==> config.mk <==
export PLATFORM = sky130hd
export DESIGN_NAME = secded_link
export DESIGN_NICKNAME = d
export VERILOG_FILES = /design/src/secded_pkg.sv /design/src/secded_encoder.sv /design/src/fault_injector.sv /design/src/secded_decoder.sv /design/src/secded_link.sv
export VERILOG_INCLUDE_DIRS = /design/src
export SDC_FILE = /design/constraint.sdc
export NUM_CORES = 1
export LEC_CHECK = 0
export BUFFER_PORTS_ARGS = -buffer_cell sky130_fd_sc_hd__buf_2
export CAP_MARGIN = 20
export CORE_MARGIN = 8
export CORE_UTILIZATION = 25
export DETAILED_ROUTE_END_ITERATION = 8
export MAX_ROUTING_LAYER = met4
export PLACE_DENSITY_LB_ADDON = 0.25
export SETUP_SLACK_MARGIN = 0.3
export SYNTH_ARGS = -nofsm -noshare
export SYNTH_HDL_FRONTEND = slang
export SYNTH_SLANG_ARGS = --single-unit
==> constraint.sdc <==
create_clock -name clk -period 4.2 [get_ports clk]
set_input_delay 0.84 -clock clk [delete_from_list [all_inputs] [get_ports clk]]
set_output_delay 0.84 -clock clk [all_outputs]
set_load 0.02 [all_outputs]
==> src/secded_defines.svh <==
`ifndef SECDED_DEFINES_SVH
`define SECDED_DEFINES_SVH

////////////////////
// Extended Hamming (72,64) geometry

// Payload width of one word
`define SECDED_DATA_BITS 64

// Full codeword, overall parity at index 0 plus Hamming positions 1..71
`define SECDED_CODE_BITS 72

// Hamming parity bits at positions 1, 2, 4 ... 64
`define SECDED_PARITY_BITS 7

// Width of a bit index, also the syndrome width
`define SECDED_POS_BITS 7

`endif

==> src/secded_pkg.sv <==
`include "secded_defines.svh"

package secded_pkg;

	////////////////////
	// Word types

	// One payload word
	typedef logic [`SECDED_DATA_BITS-1:0] data_word_t;

	// Index 0 is overall parity, 1..71 are Hamming positions
	typedef logic [`SECDED_CODE_BITS-1:0] codeword_t;

	// XOR of indices of all set Hamming positions
	typedef logic [`SECDED_POS_BITS-1:0] syndrome_t;

	// Error position
	typedef logic [`SECDED_POS_BITS-1:0] bit_pos_t;

	////////////////////
	// Shared code helpers

	// Data lives at every Hamming position that is not a power of two
	function automatic logic is_data_pos(int unsigned pos);
		return (pos != 0) && ((pos & (pos - 1)) != 0);
	endfunction

	// Syndrome over positions 1..71, bit 0 is left out
	function automatic syndrome_t calc_syndrome(codeword_t cw);
		syndrome_t s;
		s = '0;
		for (int i = 1; i < `SECDED_CODE_BITS; i++) begin
			if (cw[i])
				s ^= syndrome_t'(i);
		end
		return s;
	endfunction

endpackage

==> src/secded_encoder.sv <==
`include "secded_defines.svh"

module secded_encoder (
	input  logic                   clk,
	input  logic                   rst,
	input  logic                   data_valid,
	input  secded_pkg::data_word_t data,
	output logic                   code_valid,
	output secded_pkg::codeword_t  code
);

	import secded_pkg::*;

	// Data bits scattered to their positions, parity slots still zero
	codeword_t placed;

	// Syndrome of the data-only word
	syndrome_t parity;

	// Finished codeword before the register
	codeword_t encoded;

	////////////////////
	// Data placement

	always_comb begin
		int di;
		placed = '0;
		di = 0;
		// Ascending fill, data bit 0 at position 3
		for (int pos = 1; pos < `SECDED_CODE_BITS; pos++) begin
			if (is_data_pos(pos)) begin
				placed[pos] = data[di];
				di++;
			end
		end
	end

	////////////////////
	// Parity generation

	// Parity slots are zero here, so this is the XOR per index bit
	assign parity = calc_syndrome(placed);

	always_comb begin
		encoded = placed;
		// Writing the syndrome into slot 2^p cancels it, final syndrome is zero
		for (int p = 0; p < `SECDED_PARITY_BITS; p++)
			encoded[1 << p] = parity[p];
		// Overall parity makes the whole 72-bit word even
		encoded[0] = ^encoded[`SECDED_CODE_BITS-1:1];
	end

	////////////////////
	// Output register

	always_ff @(posedge clk) begin
		if (rst)
			code_valid <= 1'b0;
		else
			code_valid <= data_valid;
	end

	// Codeword only changes with a new word
	always_ff @(posedge clk) begin
		if (data_valid)
			code <= encoded;
	end

endmodule

==> src/fault_injector.sv <==
`include "secded_defines.svh"

module fault_injector (
	input  logic                  clk,
	input  logic                  rst,
	input  logic                  code_valid,
	input  secded_pkg::codeword_t code,
	input  logic [1:0]            err_count,
	input  secded_pkg::bit_pos_t  err_pos0,
	input  secded_pkg::bit_pos_t  err_pos1,
	output logic                  corrupt_valid,
	output secded_pkg::codeword_t corrupt
);

	import secded_pkg::*;

	// One bit set for every codeword bit to invert
	codeword_t flip_mask;

	////////////////////
	// Flip mask

	always_comb begin
		flip_mask = '0;
		// Any nonzero count uses the first position
		if ((err_count != 2'd0) && (err_pos0 < `SECDED_CODE_BITS))
			flip_mask[err_pos0] = 1'b1;
		// Counts 2 and 3 add the second one
		// XOR so equal positions cancel out
		if ((err_count >= 2'd2) && (err_pos1 < `SECDED_CODE_BITS))
			flip_mask[err_pos1] = flip_mask[err_pos1] ^ 1'b1;
	end

	////////////////////
	// Output register

	always_ff @(posedge clk) begin
		if (rst)
			corrupt_valid <= 1'b0;
		else
			corrupt_valid <= code_valid;
	end

	always_ff @(posedge clk) begin
		if (code_valid)
			corrupt <= code ^ flip_mask;
	end

endmodule

==> src/secded_decoder.sv <==
`include "secded_defines.svh"

module secded_decoder (
	input  logic                   clk,
	input  logic                   rst,
	input  logic                   corrupt_valid,
	input  secded_pkg::codeword_t  corrupt,
	output logic                   out_valid,
	output logic                   correctable_err,
	output logic                   uncorrectable_err,
	output secded_pkg::data_word_t out_data
);

	import secded_pkg::*;

	// Nonzero points at the flipped Hamming position
	syndrome_t syndrome;

	// High when an odd number of bits flipped
	logic parity_odd;

	// Codeword after the single-bit repair
	codeword_t fixed;

	// Payload pulled from the repaired word
	data_word_t extracted;

	// Word classification before the register
	logic single_err;
	logic double_err;

	////////////////////
	// Syndrome and overall parity

	assign syndrome = calc_syndrome(corrupt);

	// Includes bit 0, a clean word XORs to zero
	assign parity_odd = ^corrupt;

	////////////////////
	// Classify and correct

	always_comb begin
		fixed      = corrupt;
		single_err = 1'b0;
		double_err = 1'b0;
		if (parity_odd) begin
			// Odd parity, one flip unless the syndrome is off the end
			if (syndrome < `SECDED_CODE_BITS) begin
				// Syndrome 0 means bit 0, which carries no data anyway
				fixed[syndrome] = ~corrupt[syndrome];
				single_err      = 1'b1;
			end else begin
				// Three or more flips aliased past position 71
				double_err = 1'b1;
			end
		end else if (syndrome != '0) begin
			// Even parity with a syndrome, two flips
			double_err = 1'b1;
		end
	end

	////////////////////
	// Data extraction

	// Same ascending order the encoder filled in
	always_comb begin
		int di;
		extracted = '0;
		di = 0;
		for (int pos = 1; pos < `SECDED_CODE_BITS; pos++) begin
			if (is_data_pos(pos)) begin
				extracted[di] = fixed[pos];
				di++;
			end
		end
	end

	////////////////////
	// Output registers

	// Flags only ever set alongside a word
	always_ff @(posedge clk) begin
		if (rst) begin
			out_valid         <= 1'b0;
			correctable_err   <= 1'b0;
			uncorrectable_err <= 1'b0;
		end else begin
			out_valid         <= corrupt_valid;
			correctable_err   <= corrupt_valid & single_err;
			uncorrectable_err <= corrupt_valid & double_err;
		end
	end

	// On an uncorrectable word this is the raw extraction
	always_ff @(posedge clk) begin
		if (corrupt_valid)
			out_data <= extracted;
	end

endmodule

==> src/secded_link.sv <==
module secded_link (
	input  logic                   clk,
	input  logic                   rst,
	input  logic                   data_valid,
	input  secded_pkg::data_word_t data,
	input  logic [1:0]             err_count,
	input  secded_pkg::bit_pos_t   err_pos0,
	input  secded_pkg::bit_pos_t   err_pos1,
	output logic                   out_valid,
	output secded_pkg::data_word_t out_data,
	output logic                   correctable_err,
	output logic                   uncorrectable_err
);

	import secded_pkg::*;

	// Encoder to injector
	logic      code_valid;
	codeword_t code;

	// Injector to decoder
	logic      corrupt_valid;
	codeword_t corrupt;

	////////////////////
	// Encode, cycle 1

	secded_encoder i_secded_encoder (
		.clk        (clk),
		.rst        (rst),
		.data_valid (data_valid),
		.data       (data),
		.code_valid (code_valid),
		.code       (code)
	);

	////////////////////
	// Inject, cycle 2
	// Error controls are sampled while code_valid is high

	fault_injector i_fault_injector (
		.clk           (clk),
		.rst           (rst),
		.code_valid    (code_valid),
		.code          (code),
		.err_count     (err_count),
		.err_pos0      (err_pos0),
		.err_pos1      (err_pos1),
		.corrupt_valid (corrupt_valid),
		.corrupt       (corrupt)
	);

	////////////////////
	// Decode, cycle 3

	secded_decoder i_secded_decoder (
		.clk               (clk),
		.rst               (rst),
		.corrupt_valid     (corrupt_valid),
		.corrupt           (corrupt),
		.out_valid         (out_valid),
		.correctable_err   (correctable_err),
		.uncorrectable_err (uncorrectable_err),
		.out_data          (out_data)
	);

endmodule

==> results of run 1 <==
## cell type report
cell class | count | share of cell area, %
antenna | 8 | 0.127
timing repair buffer | 203 | 7.28
inverter | 1 | 0.0238
sequential | 213 | 40.2
clock inverter | 15 | 0.871
multi-input combinational | 933 | 42.0
clock buffer | 28 | 4.09
tap | 688 | 5.45
## through the flow
stage | setup slack (ns) | cell area (um^2)
3_3_place_gp | 0.205 | 14900
6_report | 0.399 | 15800
3_5_place_dp | 0.165 | 15000
4_1_cts | 0.370 | 15800
5_1_grt | 0.307 | 15800
2_1_floorplan | 1.02 | 13100
## synth_stat cells (all sizes together), types with 3 or more instances
| cell type | instances |
|---|---|
| a22o | 14 |
| xnor2 | 227 |
| buf | 9 |
| o22a | 8 |
| nor4b | 3 |
| clkbuf | 20 |
| mux2 | 10 |
| edfxtp | 208 |
| xnor3 | 6 |
| o21ai | 95 |
| a32oi | 3 |
| and3 | 3 |
| mux2i | 7 |
| nor3 | 30 |
| nand2b | 19 |
| o31ai | 12 |
| nor2b | 5 |
| a21o | 4 |
| nor2 | 56 |
| and2 | 5 |
| nand2 | 133 |
| or4 | 3 |
| xor2 | 109 |
| nand3 | 67 |
| nor4 | 6 |
| a21oi | 42 |
| a211oi | 8 |
| o21a | 3 |
| dfxtp | 5 |
| o22ai | 23 |
| or3 | 5 |
## power groups by stage
stage,Sequential (mW),Combinational (mW),Clock (mW)
floorplan,2.75,2.25,0
global placement,2.76,3.17,0
detailed placement,2.76,3.17,0
CTS,2.71,3.19,2.13
global route,2.73,3.43,2.20
finish,2.71,3.20,2.08
## what timing repair did
action                                  4_1_cts  5_1_grt
hold buffers                                  0        0
setup buffers                                 0        1
endpoints found under the setup margin       19       13
resized for setup                             2        1
hold endpoints to repair                      0        0
pin swaps                                     0        1
## how the worst min path moves through the flow
| stage | to | slack [ns] | depth (start not counted) |
|---|---|---|---|
| 2_1_floorplan | i_fault_injector.corrupt[0] | 0.55 | 1 |
| 3_3_place_gp | i_fault_injector.corrupt[54] | 0.57 | 1 |
| 3_5_place_dp | i_fault_injector.corrupt[33] | 0.57 | 1 |
| 4_1_cts | i_secded_encoder.code[37] | 0.47 | 1 |
| 5_1_grt | i_secded_encoder.code[37] | 0.48 | 1 |
| 6_report | i_secded_encoder.code[37] | 0.49 | 1 |
## metal layers
layer / vias to the layer above / track usage [%] / part of all wire [%]
met1: 4652 / 19.8 / 45
met4: 0 / 3.35 / 2.4
met5: - / - / 0
li1: 4657 / - / -
met3: 66 / 2.64 / 6.5
met2: 357 / 23.8 / 46
## cell families (layout without fill, tap and decap cells)
group / count (synthesis) / after routing / share of synthesized area (%)
xor gates and xnor gates: 344 / 344 / 24.8
AOI/OAI and AO/OA: 229 / 229 / 11.0
DFF: 213 / 213 / 48.5
and+or+nand+nor: 341 / 341 / 12.7
buffers and inverters: 30 / 247 / 1.14
muxes: 19 / 19 / 1.80
other: 0 / 8 / 0
## worst max-delay path: stages (launching register included)
cell and delay [ns]:
edfxtp_1 0.61, xnor2_1 0.22, xnor2_1 0.41, xor3_2 0.53, xnor2_4 0.23, nand3_1 0.24
and2_2 0.40, o32ai_1 0.17, or3_1 0.44, mux2_2 0.28
## state kept, by name (all words and copies together), names as in the netlist
signal	cells
i_fault_injector.corrupt	72
i_fault_injector.corrupt_valid	1
i_secded_decoder.correctable_err	1
i_secded_decoder.out_data	64
i_secded_decoder.out_valid	1
i_secded_decoder.uncorrectable_err	1
i_secded_encoder.code	72
i_secded_encoder.code_valid	1
==> impl_metrics.py, run 1 <==
metrics = {
    "place": {
        "dpl.cell_count": 2035,
        "dp_hpwl_mm": 36.9,
        "port_buffers": 149,
        "gp_congestion": 0.916,
    },
    "power": {
        "total_power_mw": 7.99,
        "peakVddDrop_mv": 0.366,
        "p_leak_nw": 5.45,
        "seqPwrFrac_pct": 33.9,
        "switching_share_pct": 36.7,
        "clock_power_share_pct": 26.0,
        "internal_power_mw": 5.06,
        "switching_power_mw": 2.93,
        "pwr-share-comb_pct": 40.1,
        "p_per_area_mw_per_mm2": 506,
    },
    "global_route": {
        "grt_first_pass_wirelength_mm": 65.5,
        "gr-total-overflow": 0,
        "grt_pass1_vias": 9601,
        "grtUsageTotal_pct": 15.0,
        "grt_max_degree": 52,
        "antenna_found_initial": 8,
    },
    "die": {
        "num_io_pins": 150,
        "core_mm2": 0.0521,
        "die_w_um": 245,
        "fp.dieH_um": 245,
        "die-area_mm2": 0.0600,
        "rows": 84,
        "initial_core_util_pct": 25.1,
    },
    "critical_path": {
        "critPathCaptureType": "flop",
        "r2r_end": "i_secded_decoder.out_data[22]",
        "path_class": "reg -> reg",
        "critPathCapture": "i_secded_decoder.out_data[22]",
        "crit_required_ns": 4.49,
        "reg2reg_depth": 9,
        "path_max_fanout": 8,
        "cp-startpoint": "i_fault_injector.corrupt[45]",
        "startpoint_type": "flop",
        "timing.rr.start": "i_fault_injector.corrupt[45]",
        "worst-r2r-setup-slack_ns": 0.40,
        "worstPathArrival_ns": 4.09,
    },
    "clocking": {
        "clk_pin_slew_ns": 0.06,
        "clk_latency_ns": 0.54,
        "cts_buffers": 24,
        "root_buffer": "clkbuf_16",
        "cts.sinks": 213,
        "cts_htree_levels": 1,
        "clockBufferDepth": 3,
        "cts_tree": "yes",
    },
    "timing": {
        "finalClockSkew_ns": 0.0139,
        "finalMaxSlewViolations": 0,
        "min_period_ns": 3.80,
        "maxSlewHeadroom_pct": 22.0,
        "tns_ns": 0,
        "tightest_slew_ns": 1.16,
        "hold_violations": 0,
        "clock.fmax_mhz": 263,
        "finalSetupViolations": 0,
        "hold_ws_ns": 0.495,
        "rsz0062_at_grt": "no",
        "period_share_pct": 90.5,
    },
    "layout": {
        "final_cell_count_no_fill": 2089,
        "n_fill_cell": 5512,
        "layout_common_cells": "212 x xnor2_1, 208 x edfxtp_1, 151 x buf_2",
        "area_delta_synth_final_pct": 20.6,
        "nets": 1459,
        "multiInputGateArea_mm2": 0.00664,
        "drive_above_1_share_pct": 21.5,
        "final_util_pct": 30.3,
        "regArea_mm2": 0.00635,
        "final_common_cell": "xnor2_1",
    },
    "drt": {
        "postRouteAntennaNets": 0,
        "post_drt_wl_per_cell_um": 21.7,
        "drt-total-wl_mm": 45.2,
        "drtPass1Iterations": 5,
        "num_vias": 9732,
        "viasPerCell": 4.66,
        "first_iter_violations": 885,
        "drc": 0,
    },
    "synthesis": {
        "ys_types": 69,
        "synthCells": 1176,
        "ys_seq_area_share_pct": 48.5,
        "synth_edf_count": 208,
        "syn_nets": 1259,
        "synthesis.area_mm2": 0.0131,
        "yosys_most_used_dff": "edfxtp_1",
        "synth_seq_cells": 213,
        "syn_area_per_cell_um2": 11.1,
        "synth.area.top_cells": "edfxtp_1 48%, xnor2_1 14%, xor2_1 7.2%",
        "postSynth.asyncResetShare_pct": 0,
        "synth_top_area_share_pct": 47.7,
        "ys_warn_count": 0,
        "yosysTopAreaCell": "edfxtp_1",
    },
    "min_path": {
        "hp-class": "in -> reg",
        "worstHoldStart": "data[30]",
    },
    "flow_run": {
        "drv_cap": 0,
    },
    "run_status": {
        "status": "finished clean",
    },
}
Power figures use the tool's default switching activity.
==> run 2, diff against run 1 <==
--- a/config.mk
+++ b/config.mk
@@ -9,7 +9,7 @@
 export BUFFER_PORTS_ARGS = -buffer_cell sky130_fd_sc_hd__buf_2
 export CAP_MARGIN = 20
 export CORE_MARGIN = 8
-export CORE_UTILIZATION = 25
+export CORE_UTILIZATION = 55
 export DETAILED_ROUTE_END_ITERATION = 8
 export MAX_ROUTING_LAYER = met4
 export PLACE_DENSITY_LB_ADDON = 0.25
==> impl_metrics.py, run 2 (synthesis results as in run 1) <==
metrics = {
    "run_status": {
        "status": "finished clean",
    },
    "critical_path": {
        "path_max_fanout": 8,
        "path_class": "reg -> reg",
        "cpPeakStageDelay_ns": 0.65,
        "cp_slowest_cell": "or4_1",
        "worstPathArrival_ns": 4.05,
        "crit_required_ns": 4.46,
        "startpoint_type": "flop",
        "cpLargestDelayFamily": "XOR/XNOR gates",
        "crit_top_cell": "xnor2_1",
        "crit_chain": "xnor2_1 > xnor2_1 > xnor2_1 > xnor2_2 > xnor2_1 > nand2b_1 > or4_1 > o21ai_0 > o31ai_1",
        "critPathCaptureType": "flop",
        "path_buf_inv": 0,
    },
    "layout": {
        "area_delta_synth_final_pct": 15.7,
        "reg.largest.list": "i_fault_injector.corrupt: 72 flops, i_secded_encoder.code: 72 flops, i_secded_decoder.out_data: 64 flops",
        "n_fill_cell": 1917,
        "regArea_mm2": 0.00635,
        "final_common_cell": "xnor2_1",
        "nets": 1438,
        "final_util_pct": 64.8,
        "layout_common_cells": "213 x xnor2_1, 208 x edfxtp_1, 149 x buf_2",
        "multiInputGateArea_mm2": 0.00664,
        "n_antenna_cell": 0,
        "drive_above_1_share_pct": 20.3,
    },
    "power": {
        "switching_power_mw": 2.91,
        "p_per_area_mw_per_mm2": 520,
        "pwr-share-comb_pct": 40.1,
        "switching_share_pct": 36.9,
        "clock_power_share_pct": 25.5,
        "seqPwrFrac_pct": 34.3,
        "peakVddDrop_mv": 0.390,
        "internal_power_mw": 4.97,
        "p_leak_nw": 5.33,
    },
    "drt": {
        "viasPerCell": 5.83,
        "drc": 0,
        "num_vias": 9857,
        "drt-total-wl_mm": 38.5,
        "post_drt_wl_per_cell_um": 22.8,
        "postRouteAntennaNets": 0,
        "first_iter_violations": 828,
        "drtPass1Iterations": 6,
    },
    "die": {
        "initial_core_util_pct": 56.0,
        "fp.dieH_um": 170,
        "die_w_um": 170,
        "core_mm2": 0.0234,
        "die-area_mm2": 0.0290,
        "num_io_pins": 150,
        "rows": 56,
    },
    "timing": {
        "finalClockSkew_ns": 0.0119,
        "min_period_ns": 3.79,
        "rsz0062_at_grt": "no",
        "tns_ns": 0,
        "period_share_pct": 90.3,
        "hold_violations": 0,
        "maxSlewHeadroom_pct": 28.2,
        "clock.fmax_mhz": 264,
        "finalSetupViolations": 0,
        "finalMaxSlewViolations": 0,
        "tightest_slew_ns": 1.07,
    },
    "place": {
        "port_buffers": 149,
        "gp_congestion": 1.01,
        "dp_hpwl_mm": 30.4,
    },
    "clocking": {
        "clk_pin_slew_ns": 0.06,
        "root_buffer": "clkbuf_16",
        "cts_buffers": 24,
        "post_cts_buffers": 0,
        "cts_htree_levels": 1,
        "cts_tree": "yes",
        "clk_latency_ns": 0.53,
        "clockBufferDepth": 3,
        "cts.sinks": 213,
    },
    "global_route": {
        "grtUsageTotal_pct": 26.9,
        "grt_first_pass_wirelength_mm": 57.6,
        "grt_max_degree": 74,
        "grt_pass1_vias": 9594,
        "gr-total-overflow": 0,
        "antenna_found_initial": 0,
    },
    "flow_run": {
        "drv_cap": 0,
    },
    "min_path": {
        "hp-class": "in -> reg",
    },
}
run 2: layout make-up:
type,count,area share (%)
Clock inverter,16,0.983
Multi-Input combinational cell,933,43.8
Clock buffer,28,4.06
Timing Repair Buffer,182,6.56
Tap cell,319,2.63
Sequential cell,213,41.9
Inverter,1,0.0248
run 2: routing by layer:
metal / global-route usage [%] / up-vias / wire, um
met1: 34.5 / 4637 / 15900
met5: - / - / 0
met2: 41.9 / 506 / 17800
met4: 12.2 / 0 / 1750
li1: - / 4620 / -
met3: 4.08 / 94 / 3040
run 2: power groups by stage:
stage               combinational (mW)  sequential, mW  clock [mW]
finish                            3.16            2.71        2.01
floorplan                         2.25            2.75           0
global route                      3.36            2.72        2.13
CTS                               3.10            2.70        2.04
global placement                  3.05            2.74           0
detailed placement                3.09            2.75           0
run 2: metrics by stage:
step                instances  setup WS (ns)  cell area [um^2]  total power, mW  hold WS (ns)
finish                   1692          0.407             15200             7.88         0.512
global route             1692          0.289             15200             8.21         0.506
CTS                      1692          0.410             15100             7.85         0.499
detailed placement       1648          0.413             14400             5.84         0.554
global placement         1648          0.332             14400             5.80         0.547
floorplan                1176           1.02             13100             5.00         0.547
run 2: path summary, 6_finish.rpt:
check / cells after the start / end / startpoint / slack [ns]
max: 9 / i_secded_decoder.out_data[1] / i_fault_injector.corrupt[15] / 0.41
max reg2reg: 9 / i_secded_decoder.out_data[1] / i_fault_injector.corrupt[15] / 0.41
min: 2 / i_secded_encoder.code_valid / rst / 0.51
min reg2reg: 0 / i_secded_decoder.out_data[29] / i_fault_injector.corrupt_valid / 0.56
run 2: repair_timing:
item,CTS,global route
hold buffers,0,0
gates resized for setup,0,2
endpoints found under the setup margin,0,36
==> run 3, diff against run 2 <==
--- a/config.mk
+++ b/config.mk
@@ -13,6 +13,7 @@
 export DETAILED_ROUTE_END_ITERATION = 8
 export MAX_ROUTING_LAYER = met4
 export PLACE_DENSITY_LB_ADDON = 0.25
+export REMOVE_ABC_BUFFERS = 1
 export SETUP_SLACK_MARGIN = 0.3
 export SYNTH_ARGS = -nofsm -noshare
 export SYNTH_HDL_FRONTEND = slang
==> impl_metrics.py, run 3 (synthesis results as in run 1) <==
metrics = {
    "run_status": {
        "status": "finished clean",
    },
    "layout": {
        "n_fill_cell": 1927,
        "final_common_cell": "xnor2_1",
        "area_delta_synth_final_pct": 16.1,
        "layout_common_cells": "214 x xnor2_1, 208 x edfxtp_1, 149 x buf_2",
        "reg.largest.list": "i_fault_injector.corrupt: 72 flops, i_secded_encoder.code: 72 flops, i_secded_decoder.out_data: 64 flops",
        "drive_above_1_share_pct": 20.6,
        "nets": 1444,
    },
    "clocking": {
        "clk_pin_slew_ns": 0.06,
        "post_cts_buffers": 0,
        "clockBufferDepth": 3,
        "cts.sinks": 213,
        "cts_tree": "yes",
        "cts_buffers": 23,
        "clk_latency_ns": 0.52,
        "root_buffer": "clkbuf_16",
        "cts_htree_levels": 1,
    },
    "timing": {
        "min_period_ns": 3.83,
        "finalSetupViolations": 0,
        "tightest_slew_ns": 1.11,
        "clock.fmax_mhz": 261,
        "period_share_pct": 91.2,
        "maxSlewHeadroom_pct": 25.2,
        "setup_ws_ns": 0.370,
        "tns_ns": 0,
        "finalClockSkew_ns": 0.0260,
        "hold_violations": 0,
        "finalMaxSlewViolations": 0,
        "hold_ws_ns": 0.524,
        "rsz0062_at_grt": "no",
    },
    "critical_path": {
        "critPathCaptureType": "flop",
        "path_class": "reg -> reg",
        "cp-startpoint": "i_fault_injector.corrupt[61]",
        "timing.rr.start": "i_fault_injector.corrupt[61]",
        "startpoint_type": "flop",
        "path_max_fanout": 12,
        "worstPathArrival_ns": 4.09,
        "crit_required_ns": 4.46,
    },
    "power": {
        "peakVddDrop_mv": 0.294,
        "total_power_mw": 7.88,
        "internal_power_mw": 5.04,
        "p_per_area_mw_per_mm2": 518,
        "p_leak_nw": 5.37,
        "switching_share_pct": 36.0,
        "clock_power_share_pct": 26.2,
        "switching_power_mw": 2.84,
        "pwr-share-comb_pct": 39.4,
        "seqPwrFrac_pct": 34.4,
    },
    "global_route": {
        "met3_usage_pct": 3.52,
        "grt_max_degree": 66,
        "grtUsageTotal_pct": 27.6,
        "gr-total-overflow": 0,
        "grt_use_met2_pct": 44.4,
        "grt_pass1_vias": 9449,
        "antenna_found_initial": 2,
        "gr-usage-met1_pct": 35.2,
        "busiest_layer": "met2",
        "grt_first_pass_wirelength_mm": 58.2,
    },
    "place": {
        "dpl_worst_slack_ns": 0.284,
        "dp_hpwl_mm": 31.3,
        "gp_congestion": 0.978,
        "port_buffers": 149,
    },
    "die": {
        "die_w_um": 170,
        "num_io_pins": 150,
        "fp.dieH_um": 170,
        "rows": 56,
        "initial_core_util_pct": 56.0,
        "core_mm2": 0.0234,
        "die-area_mm2": 0.0290,
    },
    "drt": {
        "first_iter_violations": 940,
        "num_vias": 9896,
        "drt-total-wl_mm": 39.6,
        "post_drt_wl_per_cell_um": 23.3,
        "postRouteAntennaNets": 0,
        "drtPass1Iterations": 5,
        "drc": 0,
        "viasPerCell": 5.83,
    },
    "min_path": {
        "hp-class": "in -> reg",
        "worstHoldStart": "data[18]",
    },
    "flow_run": {
        "drv_cap": 0,
    },
}
-- run 3: critical path, stage by stage, from the launching register on --
cell	delay, ns
edfxtp_1	0.52
xnor2_1	0.38
xnor2_1	0.17
xnor3_2	0.56
xnor2_4	0.27
nand3_1	0.29
and2_1	0.45
o32ai_1	0.18
or3_1	0.45
mux2_2	0.30
-- run 3: final cells by class --
class                   count  area (um^2)  share of cell area (%)
clock buffers              30          632                    4.15
repair buffers            189         1050                    6.88
flip-flops and latches    213         6350                    41.7
multi-input cells         933         6640                    43.6
well taps                 319          399                    2.62
diodes                      2         5.00                  0.0329
inverters                   1         3.75                  0.0247
clock inverters            11          139                   0.913
-- run 3: repair_timing --
action                                  4_1_cts  5_1_grt
resized for setup                             1        0
endpoints found under the setup margin        9        0
hold buffers                                  0        0
-- run 3: power groups by stage --
stage	clock network [mW]	logic [mW]	registers [mW]
finish	2.06	3.11	2.71
global route	2.16	3.30	2.72
CTS	2.10	3.07	2.70
detailed placement	0	3.05	2.75
global placement	0	3.03	2.75
floorplan	0	2.16	2.75
-- run 3: through the flow --
| stage | instances | util (%) | cell area (um^2) |
|---|---|---|---|
| after floorplan | 1147 | - | 13000 |
| after global placement | 1653 | 61.6 | 14400 |
| after detailed placement | 1654 | 61.6 | 14400 |
| after CTS | 1695 | 64.9 | 15200 |
| after global routing | 1698 | 65.0 | 15200 |
| final | 1698 | 65.0 | 15200 |
-- run 3: layer usage --
layer	up-vias	share of wire [%]	wire length [um]
met2	516	47	18500
met5	-	0	0
li1	4630	-	-
met1	4658	42	16500
met4	0	3.9	1540
met3	92	7.7	3060
-- run 3: final timing paths --
path | to | slack [ns] | cells after the start
hold / removal | i_secded_encoder.code[24] | 0.52 | 1
hold reg to reg | i_fault_injector.corrupt[60] | 0.57 | 1
setup reg to reg | i_secded_decoder.out_data[18] | 0.37 | 9
setup / recovery | i_secded_decoder.out_data[18] | 0.37 | 9
